<file path="config.mk">
export PLATFORM = sky130hd
export DESIGN_NAME = pic_top
export DESIGN_NICKNAME = d
export VERILOG_FILES = /design/src/rtl/pic_bus_pkg.sv /design/src/rtl/pic_irq_pkg.sv /design/src/rtl/pic_edge_capture.sv /design/src/rtl/pic_irq_output.sv /design/src/rtl/pic_prio_encoder.sv /design/src/rtl/pic_regfile.sv /design/src/rtl/pic_top.sv
export SDC_FILE = /design/constraint.sdc
export NUM_CORES = 2
export LEC_CHECK = 0
export BUFFER_PORTS_ARGS = -buffer_cell sky130_fd_sc_hd__buf_2
export CAP_MARGIN = 20
export CORE_ASPECT_RATIO = 1.75
export CORE_MARGIN = 2
export CORE_UTILIZATION = 55
export CTS_CLUSTER_SIZE = 30
export DETAILED_ROUTE_END_ITERATION = 7
export GPL_ROUTABILITY_DRIVEN = 0
export HOLD_SLACK_MARGIN = 0.06
export PLACE_DENSITY = 0.73
export SYNTH_ARGS = -nofsm -noshare
export SYNTH_HDL_FRONTEND = slang
export SYNTH_SLANG_ARGS = --single-unit
</file>
<file path="constraint.sdc">
create_clock -name clk -period 4.25 [get_ports clk]
set_input_delay 1.0625 -clock clk [delete_from_list [all_inputs] [get_ports clk]]
set_output_delay 1.0625 -clock clk [all_outputs]
set_load 0.03 [all_outputs]
</file>
<file path="src/rtl/pic_bus_pkg.sv">
`default_nettype none

package pic_bus_pkg;

	// ====================================================================
	// register port types
	// ====================================================================

	typedef logic [31:0] pic_addr_t;
	typedef logic [31:0] pic_data_t;

	// word offset within the page, byte address bits 7..2
	typedef logic [5:0] reg_offs_t;

	// one register request, valid while the strobe is high
	typedef struct packed {
		logic      we;
		pic_addr_t addr;
		pic_data_t wdata;
	} bus_req_t;

	// ====================================================================
	// word offsets
	// ====================================================================

	localparam reg_offs_t REG_CAUSE       = 6'd0;
	localparam reg_offs_t REG_ENABLE      = 6'd1;
	localparam reg_offs_t REG_DISABLE_NUM = 6'd2;
	localparam reg_offs_t REG_ENABLE_NUM  = 6'd3;
	localparam reg_offs_t REG_EDGE_SEL    = 6'd4;
	localparam reg_offs_t REG_CLEAR_EDGE  = 6'd5;
	localparam reg_offs_t REG_TRIGGER     = 6'd6;
	// offsets 32..63 hold the per-line control words

endpackage

`default_nettype wire

</file>
<file path="src/rtl/pic_irq_pkg.sv">
`default_nettype none

package pic_irq_pkg;

	// ====================================================================
	// interrupt line types
	// ====================================================================

	// line number, 0 is the non-maskable line
	typedef logic [4:0] irq_id_t;

	// priority level presented to the processor, 0 means no request
	typedef logic [3:0] irq_level_t;

	// cause code handed to the processor with the level
	typedef logic [7:0] irq_cause_t;

	// per-line control word
	// level above cause so the packed value matches register bits 11..0
	typedef struct packed {
		irq_level_t level;
		irq_cause_t cause;
	} irq_ctrl_t;

	// ====================================================================
	// reset defaults
	// ====================================================================

	localparam irq_ctrl_t CTRL_RESET = '{level: 4'd8, cause: 8'd0};

	// every line starts in edge mode
	localparam logic [31:0] EDGE_SEL_RESET = 32'hFFFF_FFFF;

endpackage

`default_nettype wire

</file>
<file path="src/rtl/pic_edge_capture.sv">
`default_nettype none

module pic_edge_capture #(
	parameter int unsigned NUM_IRQ = 32
) (
	input wire clk,
	input wire rst_i,
	input wire [NUM_IRQ-1:0] irq_lines_i,
	input wire [NUM_IRQ-1:0] edge_sel_i,
	input wire [NUM_IRQ-1:0] clear_edge_i,
	input wire [NUM_IRQ-1:0] trigger_i,
	output logic [NUM_IRQ-1:0] pending_o
);
	// previous sample of each line
	logic [NUM_IRQ-1:0] prev_q;
	// edge latch per line
	logic [NUM_IRQ-1:0] latch_q;
	logic [NUM_IRQ-1:0] latch_d;
	logic [NUM_IRQ-1:0] pend_d;

	// rising edge or software trigger sets the latch
	// a clear in the same cycle wins
	assign latch_d = (latch_q | (irq_lines_i & ~prev_q) | trigger_i) & ~clear_edge_i;

	// edge lines use the updated latch so a new edge is pending at once
	// level lines pass the sample straight through
	assign pend_d = (edge_sel_i & latch_d) | (~edge_sel_i & irq_lines_i);

	always_ff @(posedge clk)
	begin
		if (rst_i)
		begin
			prev_q <= '0;
			latch_q <= '0;
			pending_o <= '0;
		end
		else
		begin
			prev_q <= irq_lines_i;
			latch_q <= latch_d;
			// line 0 is the nmi and never goes to the encoder
			pending_o <= {pend_d[NUM_IRQ-1:1], 1'b0};
		end
	end

endmodule

`default_nettype wire

</file>
<file path="src/rtl/pic_irq_output.sv">
`default_nettype none

module pic_irq_output #(
	parameter int unsigned NUM_IRQ = 32
) (
	input wire clk,
	input wire rst_i,
	input wire pic_irq_pkg::irq_id_t cur_id_i,
	input wire [NUM_IRQ-1:0] enable_i,
	input wire pic_irq_pkg::irq_ctrl_t [NUM_IRQ-1:0] ctrl_i,
	input wire nmi_i,
	output pic_irq_pkg::irq_level_t irq_level_o,
	output pic_irq_pkg::irq_cause_t irq_cause_o,
	output logic nmi_o
);
	import pic_irq_pkg::*;

	// control word and enable bit of the encoded line
	irq_ctrl_t sel_ctrl;
	logic sel_en;

	assign sel_ctrl = ctrl_i[cur_id_i];
	assign sel_en = enable_i[cur_id_i];

	always_ff @(posedge clk)
	begin
		if (rst_i)
		begin
			irq_level_o <= '0;
			irq_cause_o <= '0;
			nmi_o <= 1'b0;
		end
		else
		begin
			if (cur_id_i == '0)
			begin
				// no maskable request
				irq_level_o <= '0;
				irq_cause_o <= '0;
			end
			else
			begin
				// disabled line still shows its cause, level drops to 0
				irq_level_o <= sel_en ? sel_ctrl.level : '0;
				irq_cause_o <= sel_ctrl.cause;
			end
			// enable bit 0 gates the nmi
			nmi_o <= nmi_i & enable_i[0];
		end
	end

endmodule

`default_nettype wire

</file>
<file path="src/rtl/pic_prio_encoder.sv">
`default_nettype none

module pic_prio_encoder #(
	parameter int unsigned NUM_IRQ = 32
) (
	input wire clk,
	input wire rst_i,
	input wire [NUM_IRQ-1:0] pending_i,
	output pic_irq_pkg::irq_id_t cur_id_o
);
	import pic_irq_pkg::*;

	// highest pending line number, 0 when nothing pending
	irq_id_t top_id;

	// ====================================================================
	// priority encode
	// ====================================================================

	// ascending scan, the last hit is the highest line
	// bit 0 is skipped since the nmi is handled apart
	always_comb
	begin
		top_id = '0;
		for (int n = 1; n < NUM_IRQ; n++)
		begin
			if (pending_i[n])
				top_id = irq_id_t'(n);
		end
	end

	// register the result, stage 2 of the request path
	always_ff @(posedge clk)
	begin
		if (rst_i)
			cur_id_o <= '0;
		else
			cur_id_o <= top_id;
	end

endmodule

`default_nettype wire

</file>
<file path="src/rtl/pic_regfile.sv">
`default_nettype none

module pic_regfile #(
	parameter int unsigned NUM_IRQ = 32,
	parameter logic [31:0] BASE_ADDR = 32'hFF95_0000
) (
	input wire clk,
	input wire rst_i,
	input wire req_i,
	input wire pic_bus_pkg::bus_req_t req_data_i,
	input wire pic_irq_pkg::irq_id_t cur_id_i,
	output pic_bus_pkg::pic_data_t rdata_o,
	output logic rvalid_o,
	output logic [NUM_IRQ-1:0] enable_o,
	output logic [NUM_IRQ-1:0] edge_sel_o,
	output logic [NUM_IRQ-1:0] clear_edge_o,
	output logic [NUM_IRQ-1:0] trigger_o,
	output pic_irq_pkg::irq_ctrl_t [NUM_IRQ-1:0] ctrl_o
);
	import pic_bus_pkg::*;
	import pic_irq_pkg::*;

	logic page_hit;
	logic wr_hit;
	logic rd_hit;
	reg_offs_t offs;
	// line addressed by a control word offset
	irq_id_t ctrl_line;
	// line named in write data bits 4..0
	irq_id_t data_line;
	logic ctrl_ok;
	logic data_ok;

	logic [NUM_IRQ-1:0] enable_q;
	logic [NUM_IRQ-1:0] edge_sel_q;
	irq_ctrl_t [NUM_IRQ-1:0] ctrl_q;

	// ====================================================================
	// request decode
	// ====================================================================

	// only the 4 KB page of BASE_ADDR answers
	assign page_hit = req_i && (req_data_i.addr[31:12] == BASE_ADDR[31:12]);
	assign wr_hit = page_hit && req_data_i.we;
	assign rd_hit = page_hit && !req_data_i.we;
	assign offs = req_data_i.addr[7:2];
	assign ctrl_line = req_data_i.addr[6:2];
	assign data_line = req_data_i.wdata[4:0];
	// lines above NUM_IRQ-1 do not exist
	assign ctrl_ok = 32'(ctrl_line) < NUM_IRQ;
	assign data_ok = 32'(data_line) < NUM_IRQ;

	// ====================================================================
	// register writes
	// ====================================================================

	always_ff @(posedge clk)
	begin
		if (rst_i)
		begin
			enable_q <= '0;
			edge_sel_q <= EDGE_SEL_RESET[NUM_IRQ-1:0];
			ctrl_q <= {NUM_IRQ{CTRL_RESET}};
			clear_edge_o <= '0;
			trigger_o <= '0;
		end
		else
		begin
			// clear and trigger are one-cycle pulses
			clear_edge_o <= '0;
			trigger_o <= '0;
			if (wr_hit && offs[5])
			begin
				// control word also carries the enable and edge-select bits
				if (ctrl_ok)
				begin
					ctrl_q[ctrl_line] <= req_data_i.wdata[11:0];
					enable_q[ctrl_line] <= req_data_i.wdata[16];
					edge_sel_q[ctrl_line] <= req_data_i.wdata[17];
				end
			end
			else if (wr_hit)
			begin
				case (offs)
				REG_ENABLE: enable_q <= req_data_i.wdata[NUM_IRQ-1:0];
				REG_DISABLE_NUM, REG_ENABLE_NUM:
					if (data_ok)
						enable_q[data_line] <= (offs == REG_ENABLE_NUM);
				REG_EDGE_SEL: edge_sel_q <= req_data_i.wdata[NUM_IRQ-1:0];
				REG_CLEAR_EDGE:
					if (data_ok)
						clear_edge_o[data_line] <= 1'b1;
				REG_TRIGGER:
					if (data_ok)
						trigger_o[data_line] <= 1'b1;
				// cause register is read only, other offsets unused
				default: ;
				endcase
			end
		end
	end

	// ====================================================================
	// register reads, data valid the cycle after the request
	// ====================================================================

	always_ff @(posedge clk)
	begin
		if (rst_i)
			rvalid_o <= 1'b0;
		else
			rvalid_o <= rd_hit;
	end

	always_ff @(posedge clk)
	begin
		if (rd_hit && offs[5])
		begin
			// same layout as the control word write
			rdata_o <= '0;
			if (ctrl_ok)
			begin
				rdata_o[11:0] <= ctrl_q[ctrl_line];
				rdata_o[16] <= enable_q[ctrl_line];
				rdata_o[17] <= edge_sel_q[ctrl_line];
			end
		end
		else if (rd_hit)
		begin
			case (offs)
			REG_CAUSE:
				rdata_o <= (cur_id_i == '0) ? '0 : pic_data_t'(ctrl_q[cur_id_i].cause);
			REG_EDGE_SEL: rdata_o <= pic_data_t'(edge_sel_q);
			default: rdata_o <= pic_data_t'(enable_q);
			endcase
		end
	end

	assign enable_o = enable_q;
	assign edge_sel_o = edge_sel_q;
	assign ctrl_o = ctrl_q;

endmodule

`default_nettype wire

</file>
<file path="src/rtl/pic_top.sv">
`default_nettype none

module pic_top #(
	parameter int unsigned NUM_IRQ = 32,
	parameter logic [31:0] BASE_ADDR = 32'hFF95_0000
) (
	input wire clk,
	input wire rst_i,
	input wire req_i,
	input wire pic_bus_pkg::bus_req_t req_data_i,
	output pic_bus_pkg::pic_data_t rdata_o,
	output logic rvalid_o,
	input wire [NUM_IRQ-1:0] irq_lines_i,
	input wire nmi_i,
	output pic_irq_pkg::irq_level_t irq_level_o,
	output pic_irq_pkg::irq_cause_t irq_cause_o,
	output logic nmi_o
);
	import pic_irq_pkg::*;

	// configuration from the register block
	logic [NUM_IRQ-1:0] enable;
	logic [NUM_IRQ-1:0] edge_sel;
	logic [NUM_IRQ-1:0] clear_edge;
	logic [NUM_IRQ-1:0] trigger;
	irq_ctrl_t [NUM_IRQ-1:0] ctrl;

	// pipeline between the stages
	logic [NUM_IRQ-1:0] pending;
	irq_id_t cur_id;

	// ====================================================================
	// register block beside the pipeline
	// ====================================================================

	pic_regfile #(
		.NUM_IRQ(NUM_IRQ),
		.BASE_ADDR(BASE_ADDR)
	) u_regfile (
		.clk(clk),
		.rst_i(rst_i),
		.req_i(req_i),
		.req_data_i(req_data_i),
		.cur_id_i(cur_id),
		.rdata_o(rdata_o),
		.rvalid_o(rvalid_o),
		.enable_o(enable),
		.edge_sel_o(edge_sel),
		.clear_edge_o(clear_edge),
		.trigger_o(trigger),
		.ctrl_o(ctrl)
	);

	// ====================================================================
	// request path, capture then encode then output
	// ====================================================================

	pic_edge_capture #(
		.NUM_IRQ(NUM_IRQ)
	) u_capture (
		.clk(clk),
		.rst_i(rst_i),
		.irq_lines_i(irq_lines_i),
		.edge_sel_i(edge_sel),
		.clear_edge_i(clear_edge),
		.trigger_i(trigger),
		.pending_o(pending)
	);

	pic_prio_encoder #(
		.NUM_IRQ(NUM_IRQ)
	) u_encoder (
		.clk(clk),
		.rst_i(rst_i),
		.pending_i(pending),
		.cur_id_o(cur_id)
	);

	pic_irq_output #(
		.NUM_IRQ(NUM_IRQ)
	) u_output (
		.clk(clk),
		.rst_i(rst_i),
		.cur_id_i(cur_id),
		.enable_i(enable),
		.ctrl_i(ctrl),
		.nmi_i(nmi_i),
		.irq_level_o(irq_level_o),
		.irq_cause_o(irq_cause_o),
		.nmi_o(nmi_o)
	);

endmodule

`default_nettype wire

</file>
Word-level counts from Yosys, hierarchy flattened:

Cells that the tools add are included.

* reduce and logical (&&, ||, !) cells: 21
* order comparisons: 5
* bitwise logic cells: 15
* muxes and demuxes: 61
* eq/ne operators: 7

Operators with widths (number)
* $bwmux W384: 1
* $mux W32: 5
* $and A32 B32 Y32: 4
* $pmux W32 S2: 2
* $bmux W12 S5: 2
* $bwmux W32: 3
* $not A32 Y32: 3
* $or A32 B32 Y32: 3
* $mux W5: 16
* $demux W12 S5: 1
* $mux W12: 3
* $mux W18: 2
* $mux W4: 8
* $eq A20 B20 Y1 const B: 1
* $eq A6 B3 Y1 const B: 3
* $lt A5 B6 Y1 const B: 3
* $bmux W1 S5: 3
* $eq A6 B2 Y1 const B: 2
* $mux W3: 4
* $demux W1 S5: 2
* $ge A5 B1 Y1 const B: 2
* $mux W8: 1
* $reduce_or A4 Y1: 2
* $logic_and A1 B1 Y1: 7
* 13 further kinds: 26

* output and inout bits: 46
* logic and storage cells: 187
* bits of input ports: 101
* bits in registers: 658

Longest topological paths before layout:

* depth in word-level cells: 31
* mapped depth: 10

Cells and area by module:

From an unflattened synthesis, not the netlist that was laid out.

* cells, all modules: 3805
* area, all modules: 34122.7 um^2

By module, submodules not included
* pic_regfile: area each 26600.5 um^2, sequential area each 11050.6 um^2, cells an instance 3070, instances 1
* pic_irq_output: area each 3853.7 um^2, sequential area each 260.2 um^2, cells an instance 348, instances 1
* pic_edge_capture: area each 3246.9 um^2, sequential area each 1861.8 um^2, cells an instance 322, instances 1
* pic_prio_encoder: area each 421.7 um^2, sequential area each 100.1 um^2, cells an instance 65, instances 1

Worst setup path before layout:

No wires, ideal clock.

* kind: input port to flip-flop
* start: input port req_data_i[34] in the netlist's numbering
* end: register u_regfile.rdata_o[17], data pin
* library setup time: 0.270 ns
* setup slack: 0.820 ns
* data arrival time: 3.160 ns
* data required time: 3.980 ns
* stages: 7
* cell sequence: buf_2 clkbuf_1 clkbuf_1 mux4_2 mux4_2 o22ai_1 nor3_1

* cells in the longest elaborated chain, start to end: 4

RTL lines
* from (decl): line pic_top.sv:10 `input wire pic_bus_pkg::bus_req_t req_data_i,`
* parallel branches: the longest is 3 deep, another holds $bmux W1 S5
* $mux W18 *: line pic_regfile.sv:117 `if (rd_hit && offs[5])`
* to (signal assigned): line pic_regfile.sv:132 `rdata_o <= (cur_id_i == '0) ? '0 : pic_data_t'(ctrl_q[cur_id_i].cause);`
* to (signal assigned): line pic_regfile.sv:133 `REG_EDGE_SEL: rdata_o <= pic_data_t'(edge_sel_q);`
* to (signal assigned): line pic_regfile.sv:134 `default: rdata_o <= pic_data_t'(enable_q);`
* to (decl): line pic_regfile.sv:12 `output pic_bus_pkg::pic_data_t rdata_o,`

Every way passes the cells marked *. The select of a mux whose other input is x is not followed.
A chain may end at the register's enable or synchronous reset.

Worst setup path in the final report:

* start: input port req_data_i[35] in the netlist's numbering
* end: register u_regfile.enable_q[30] (netlist: u_regfile.enable_o[30])

* cells in the longest elaborated chain, start to end: 6

RTL lines
* $lt A5 B6 Y1 (not written as such) or $ge A5 B1 Y1 (tied branches): line pic_regfile.sv:78 `enable_q[ctrl_line] <= req_data_i.wdata[16];`
* $logic_and A1 B1 Y1 (not written as such): line pic_regfile.sv:78
* $mux W1 (not written as such): line pic_regfile.sv:78
* $demux W1 S5
* $bwmux W32: line pic_regfile.sv:78
* $mux W32: line pic_regfile.sv:72 `if (wr_hit && offs[5])`
* to (signal, indexed assignment): line pic_regfile.sv:78
* to (signal assigned): line pic_regfile.sv:85 `REG_ENABLE: enable_q <= req_data_i.wdata[NUM_IRQ-1:0];`
* to (signal, indexed assignment): line pic_regfile.sv:88 `enable_q[data_line] <= (offs == REG_ENABLE_NUM);`
* to (decl): line pic_regfile.sv:34 `logic [NUM_IRQ-1:0] enable_q;`

Several ways; a longest one is shown, not always the timed one. The select of a mux whose other input is x is not followed.

==> run summary <==
The run finished, with violations left. The final reports fail on DRC. The tools report the sort of element at the start of the critical path as an input port. Once routing completed, OpenROAD measured the worst setup slack at 554.4 ps. In this run the count of I/O pins placed on the die edge is 147. The hold-fix buffer count after cts came out at 0.

The sum of negative setup slack is 0 ps, and the headroom to the max-slew limit is 24.30%. Dividing the detail-routed wire length by the instance count gives 29.53 um. The number of post-CTS setup repair buffers is 0, and the total detailed-routing wirelength is 124900 um. The area enclosed by the die boundary was 59960 um2. In this run the most used layer during global routing was met2. Via total after detailed routing: 29330. The synthesized design contains 654 register bits. The die is 186.0 um wide.

The number of flops mapped to enable cells by yosys is 14, and the DRC violation count after routing is 2. The run gives 0 as the final count of negative-setup-slack endpoints. Number of core rows: 116. At the pin with the least slew margin, the transition time is 1136 ps.

Max-capacitance violation count: 0. The count of antenna-violating nets left after detailed routing is 0. Setup repair after global routing left no endpoint under its margin. The post-synthesis average cell area works out to 9.448 um2.

The startpoint identified for the worst register-to-register timing path is u_encoder.cur_id_o[1]. At the later pin of the worst-skew pair, clock insertion delay measures 690 ps. The total overflow left after global routing is 0. The analysis attributes to cell leakage a power of 13.31 nW. Entering global routing, the biggest net connects 161 pins. For met1 alone, demand over resource in global routing was 43.54%. The run gives 16 as the initial antenna violation count. The worst-case reg-to-reg path depth came out at 7. Summing every instance area after synthesis gives 31870 um2.

After synthesis, the netlist uses 73 different library cells. After synthesis, the share of flip-flops with an asynchronous set or reset is 0%. The largest individual stage delay along the critical path comes from the cell sky130_fd_sc_hd__nor3b_2. The final critical path takes up 86.96% of the cycle. The count of buffers added on input and output ports is 139. Sum of buffers and inverters on the critical path: 2. For this run, the top clock speed supported by timing is 0.2706 GHz. Once the clock tree was built, the resizer swapped 0 gates to a different size.

The worst hold-check path type is register to register. Data on the critical path arrives at its endpoint at 4240 ps. TritonCTS built the clock tree. The area added between synthesis and finish was 11.97%.

The violation count after the first detailed-route iteration was 4628; the critical path depth in cells was 7. The share of cells above drive strength 1 was 18.17%. During synthesis, Yosys emitted a total of 0 warnings. The tools report the startpoint of the worst hold path as u_regfile.clear_edge_o[29].

On the critical path the largest part of the delay comes from simple AND/OR/NAND/NOR gates. The pre-antenna-repair detailed-routing pass consisted of 8 iterations. For the worst setup path, the data required time is 4800 ps. Global routing used 41.95% of the available tracks across all layers. The highest fanout seen on the critical path came out at 50.

The tree built by TritonCTS fans out to 654 sinks. The critical path goes through buf_6, nor3b_2, buf_4, nand2_1, a221oi_2, nor2_1, a211oi_1. The first global-routing pass estimated 183200 um of wire. For this run, the slowest stage of the critical path takes 1010 ps. The critical path starts at req_data_i[35]. The number of buffers created by CTS was 58; the worst IR drop on VDD was 0.3811 mV. The total count of max-transition violations in the final report is 0, and the met3 usage is 16.39%.

The net count of the finished layout is 3503. Synthesis produced 3373 cells. The vertical extent of the die is 322.4 um. The number of filler cells placed in the layout came out at 4674. OpenSTA, run right after detailed placement, puts the worst setup slack at 427.2 ps. The detail-routed via count per cell came out at 6.936.

The level count of the clock H-tree is 2, and the met2 layer usage reported by global route is 62.15%. The critical path is of the input port to register type. The endpoint identified for the worst register-to-register timing path is u_output.irq_cause_o[0]. The destination of the critical timing path was u_regfile.enable_o[30]. The core region is 57180 um2.

In the synthesized netlist the dominant register cell turns out to be sky130_fd_sc_hd__dfxtp_1. The share of the Yosys chip area taken by registers is 41.52%. The deepest clock path buffer count is 3. The tools report the CTS root buffer as sky130_fd_sc_hd__clkbuf_16. Once the floorplan was initialized, standard cells occupied 55.73% of the core.

For this design the ratio of total power to cell area is 374.2 nW/um2. The clock arrives with 36.26 ps of skew. Clock-pin slew was measured on the worst setup and hold paths at 60 ps. The via count of the first global-routing pass was 29030; the final critical-path required period was 3696 ps. The run gives 0 as the number of hold violations in the final report.

For the number of nets produced by synthesis, the log shows 3474. After legalization and detailed placement, the total HPWL measured 82490 um. The worst setup path is captured at a register. The register-to-register setup slack came out at 1040 ps.
[cells in the mapped netlist (all sizes together) (19+ instances only)]
| master | n | area (um2) |
|---|---|---|
| o31ai | 19 | 142.6 |
| a221oi | 44 | 441.7 |
| o21ai | 118 | 590.6 |
| nand2b | 52 | 325.3 |
| a21oi | 283 | 1416 |
| mux4 | 199 | 4482 |
| nand2 | 369 | 1385 |
| a211o | 32 | 280.3 |
| nor3 | 54 | 280.3 |
| o22ai | 44 | 275.3 |
| nand3 | 56 | 295.3 |
| a211oi | 59 | 442.9 |
| a22oi | 61 | 457.9 |
| dfxtp | 640 | 12810 |
| nor2 | 465 | 1745 |
| nor2b | 62 | 387.9 |
| nor3b | 39 | 297.8 |
| clkbuf | 236 | 885.9 |
| mux2i | 291 | 2913 |
| buf | 85 | 416.7 |
[how the worst min path moves through the flow]
stage	cells past startpoint	to	slack, ps
global route	1	u_capture.latch_q[3]	460
finish	1	u_capture.latch_q[29]	440
global placement	1	u_capture.latch_q[31]	420
floorplan	1	u_capture.latch_q[31]	410
detailed placement	1	u_capture.latch_q[12]	440
CTS	1	u_capture.latch_q[29]	440
[sequential cells by signal, summed over array words and instances (netlist names)]
signal / count
u_capture.pending_o: 31
u_output.irq_level_o: 4
u_regfile.rvalid_o: 1
u_capture.prev_q: 31
u_output.irq_cause_o: 8
u_regfile.edge_sel_o: 32
u_regfile.trigger_o: 31
u_encoder.cur_id_o: 5
u_regfile.enable_o: 32
u_output.nmi_o: 1
u_capture.latch_q: 31
u_regfile.ctrl_o: 384
u_regfile.clear_edge_o: 31
u_regfile.rdata_o: 32
[report_power, final]
part | internal (mW) | switching, mW | leakage, nW
Sequential | 6.22 | 0.140 | 5.28
Combinational | 0.462 | 0.886 | 7.02
Clock | 3.17 | 2.47 | 1.01
Total | 9.86 | 3.50 | 13.3
[placed cells by master (no fill, tap or decap), types with 11 or more instances in the layout]
cell / instances
sky130_fd_sc_hd__dfxtp_1: 638
sky130_fd_sc_hd__nor2_1: 465
sky130_fd_sc_hd__nand2_1: 369
sky130_fd_sc_hd__mux2i_1: 291
sky130_fd_sc_hd__a21oi_1: 283
sky130_fd_sc_hd__mux4_2: 199
sky130_fd_sc_hd__buf_2: 136
sky130_fd_sc_hd__buf_4: 133
sky130_fd_sc_hd__o21ai_0: 117
sky130_fd_sc_hd__a22oi_1: 61
sky130_fd_sc_hd__nor2b_1: 60
sky130_fd_sc_hd__a211oi_1: 59
sky130_fd_sc_hd__clkbuf_16: 59
sky130_fd_sc_hd__nor3_1: 52
sky130_fd_sc_hd__nand3_1: 52
sky130_fd_sc_hd__nand2b_1: 52
sky130_fd_sc_hd__o22ai_1: 44
sky130_fd_sc_hd__nor3b_1: 38
sky130_fd_sc_hd__a221oi_1: 35
sky130_fd_sc_hd__a211o_1: 32
sky130_fd_sc_hd__o31ai_1: 19
sky130_fd_sc_hd__clkbuf_8: 19
sky130_fd_sc_hd__buf_12: 17
sky130_fd_sc_hd__inv_1: 14
sky130_fd_sc_hd__edfxtp_1: 14
sky130_fd_sc_hd__a22o_1: 11
sky130_fd_sc_hd__clkinv_2: 11
sky130_fd_sc_hd__clkbuf_1: 11
[routing by layer]
layer  vias up  share of wire, %
met3       913                13
met5         -             0.086
met1     13810                30
met2      2332                44
li1      12260                 -
met4        12                13
[logic make-up after synthesis]
group,after synthesis,share of synthesized area (%)
AO/OA/AOI/OAI,742,14.94
XOR/XNOR,1,0.02749
buffers and inverters,336,4.264
flip-flops,654,41.52
multiplexers,492,23.27
AND/OR/NAND/NOR,1148,15.97
[metrics by stage]
step	power [mW]	area [um2]	utilization, %	std cells	hold WS [ps]
floorplan	7.251	31870	-	3373	411.3
global placement	7.730	33620	58.80	4108	417.8
detailed placement	7.757	33620	58.80	4108	438.2
CTS	13.24	35650	62.33	4217	442.1
global route	13.61	35670	62.38	4222	458.4
finish	13.36	35690	62.40	4228	442.7
[final cells by class]
cell class | instances | area (um2) | share of cell area, %
Antenna cell | 10 | 25.02 | 0.07012
Timing Repair Buffer | 290 | 2074 | 5.813
Multi-Input combinational cell | 2383 | 17310 | 48.50
Tap cell | 767 | 959.7 | 2.689
Sequential cell | 654 | 13240 | 37.10
Clock buffer | 88 | 1765 | 4.947
Inverter | 15 | 56.30 | 0.1578
Clock inverter | 21 | 256.5 | 0.7188
Power figures use the tool's default switching activity.
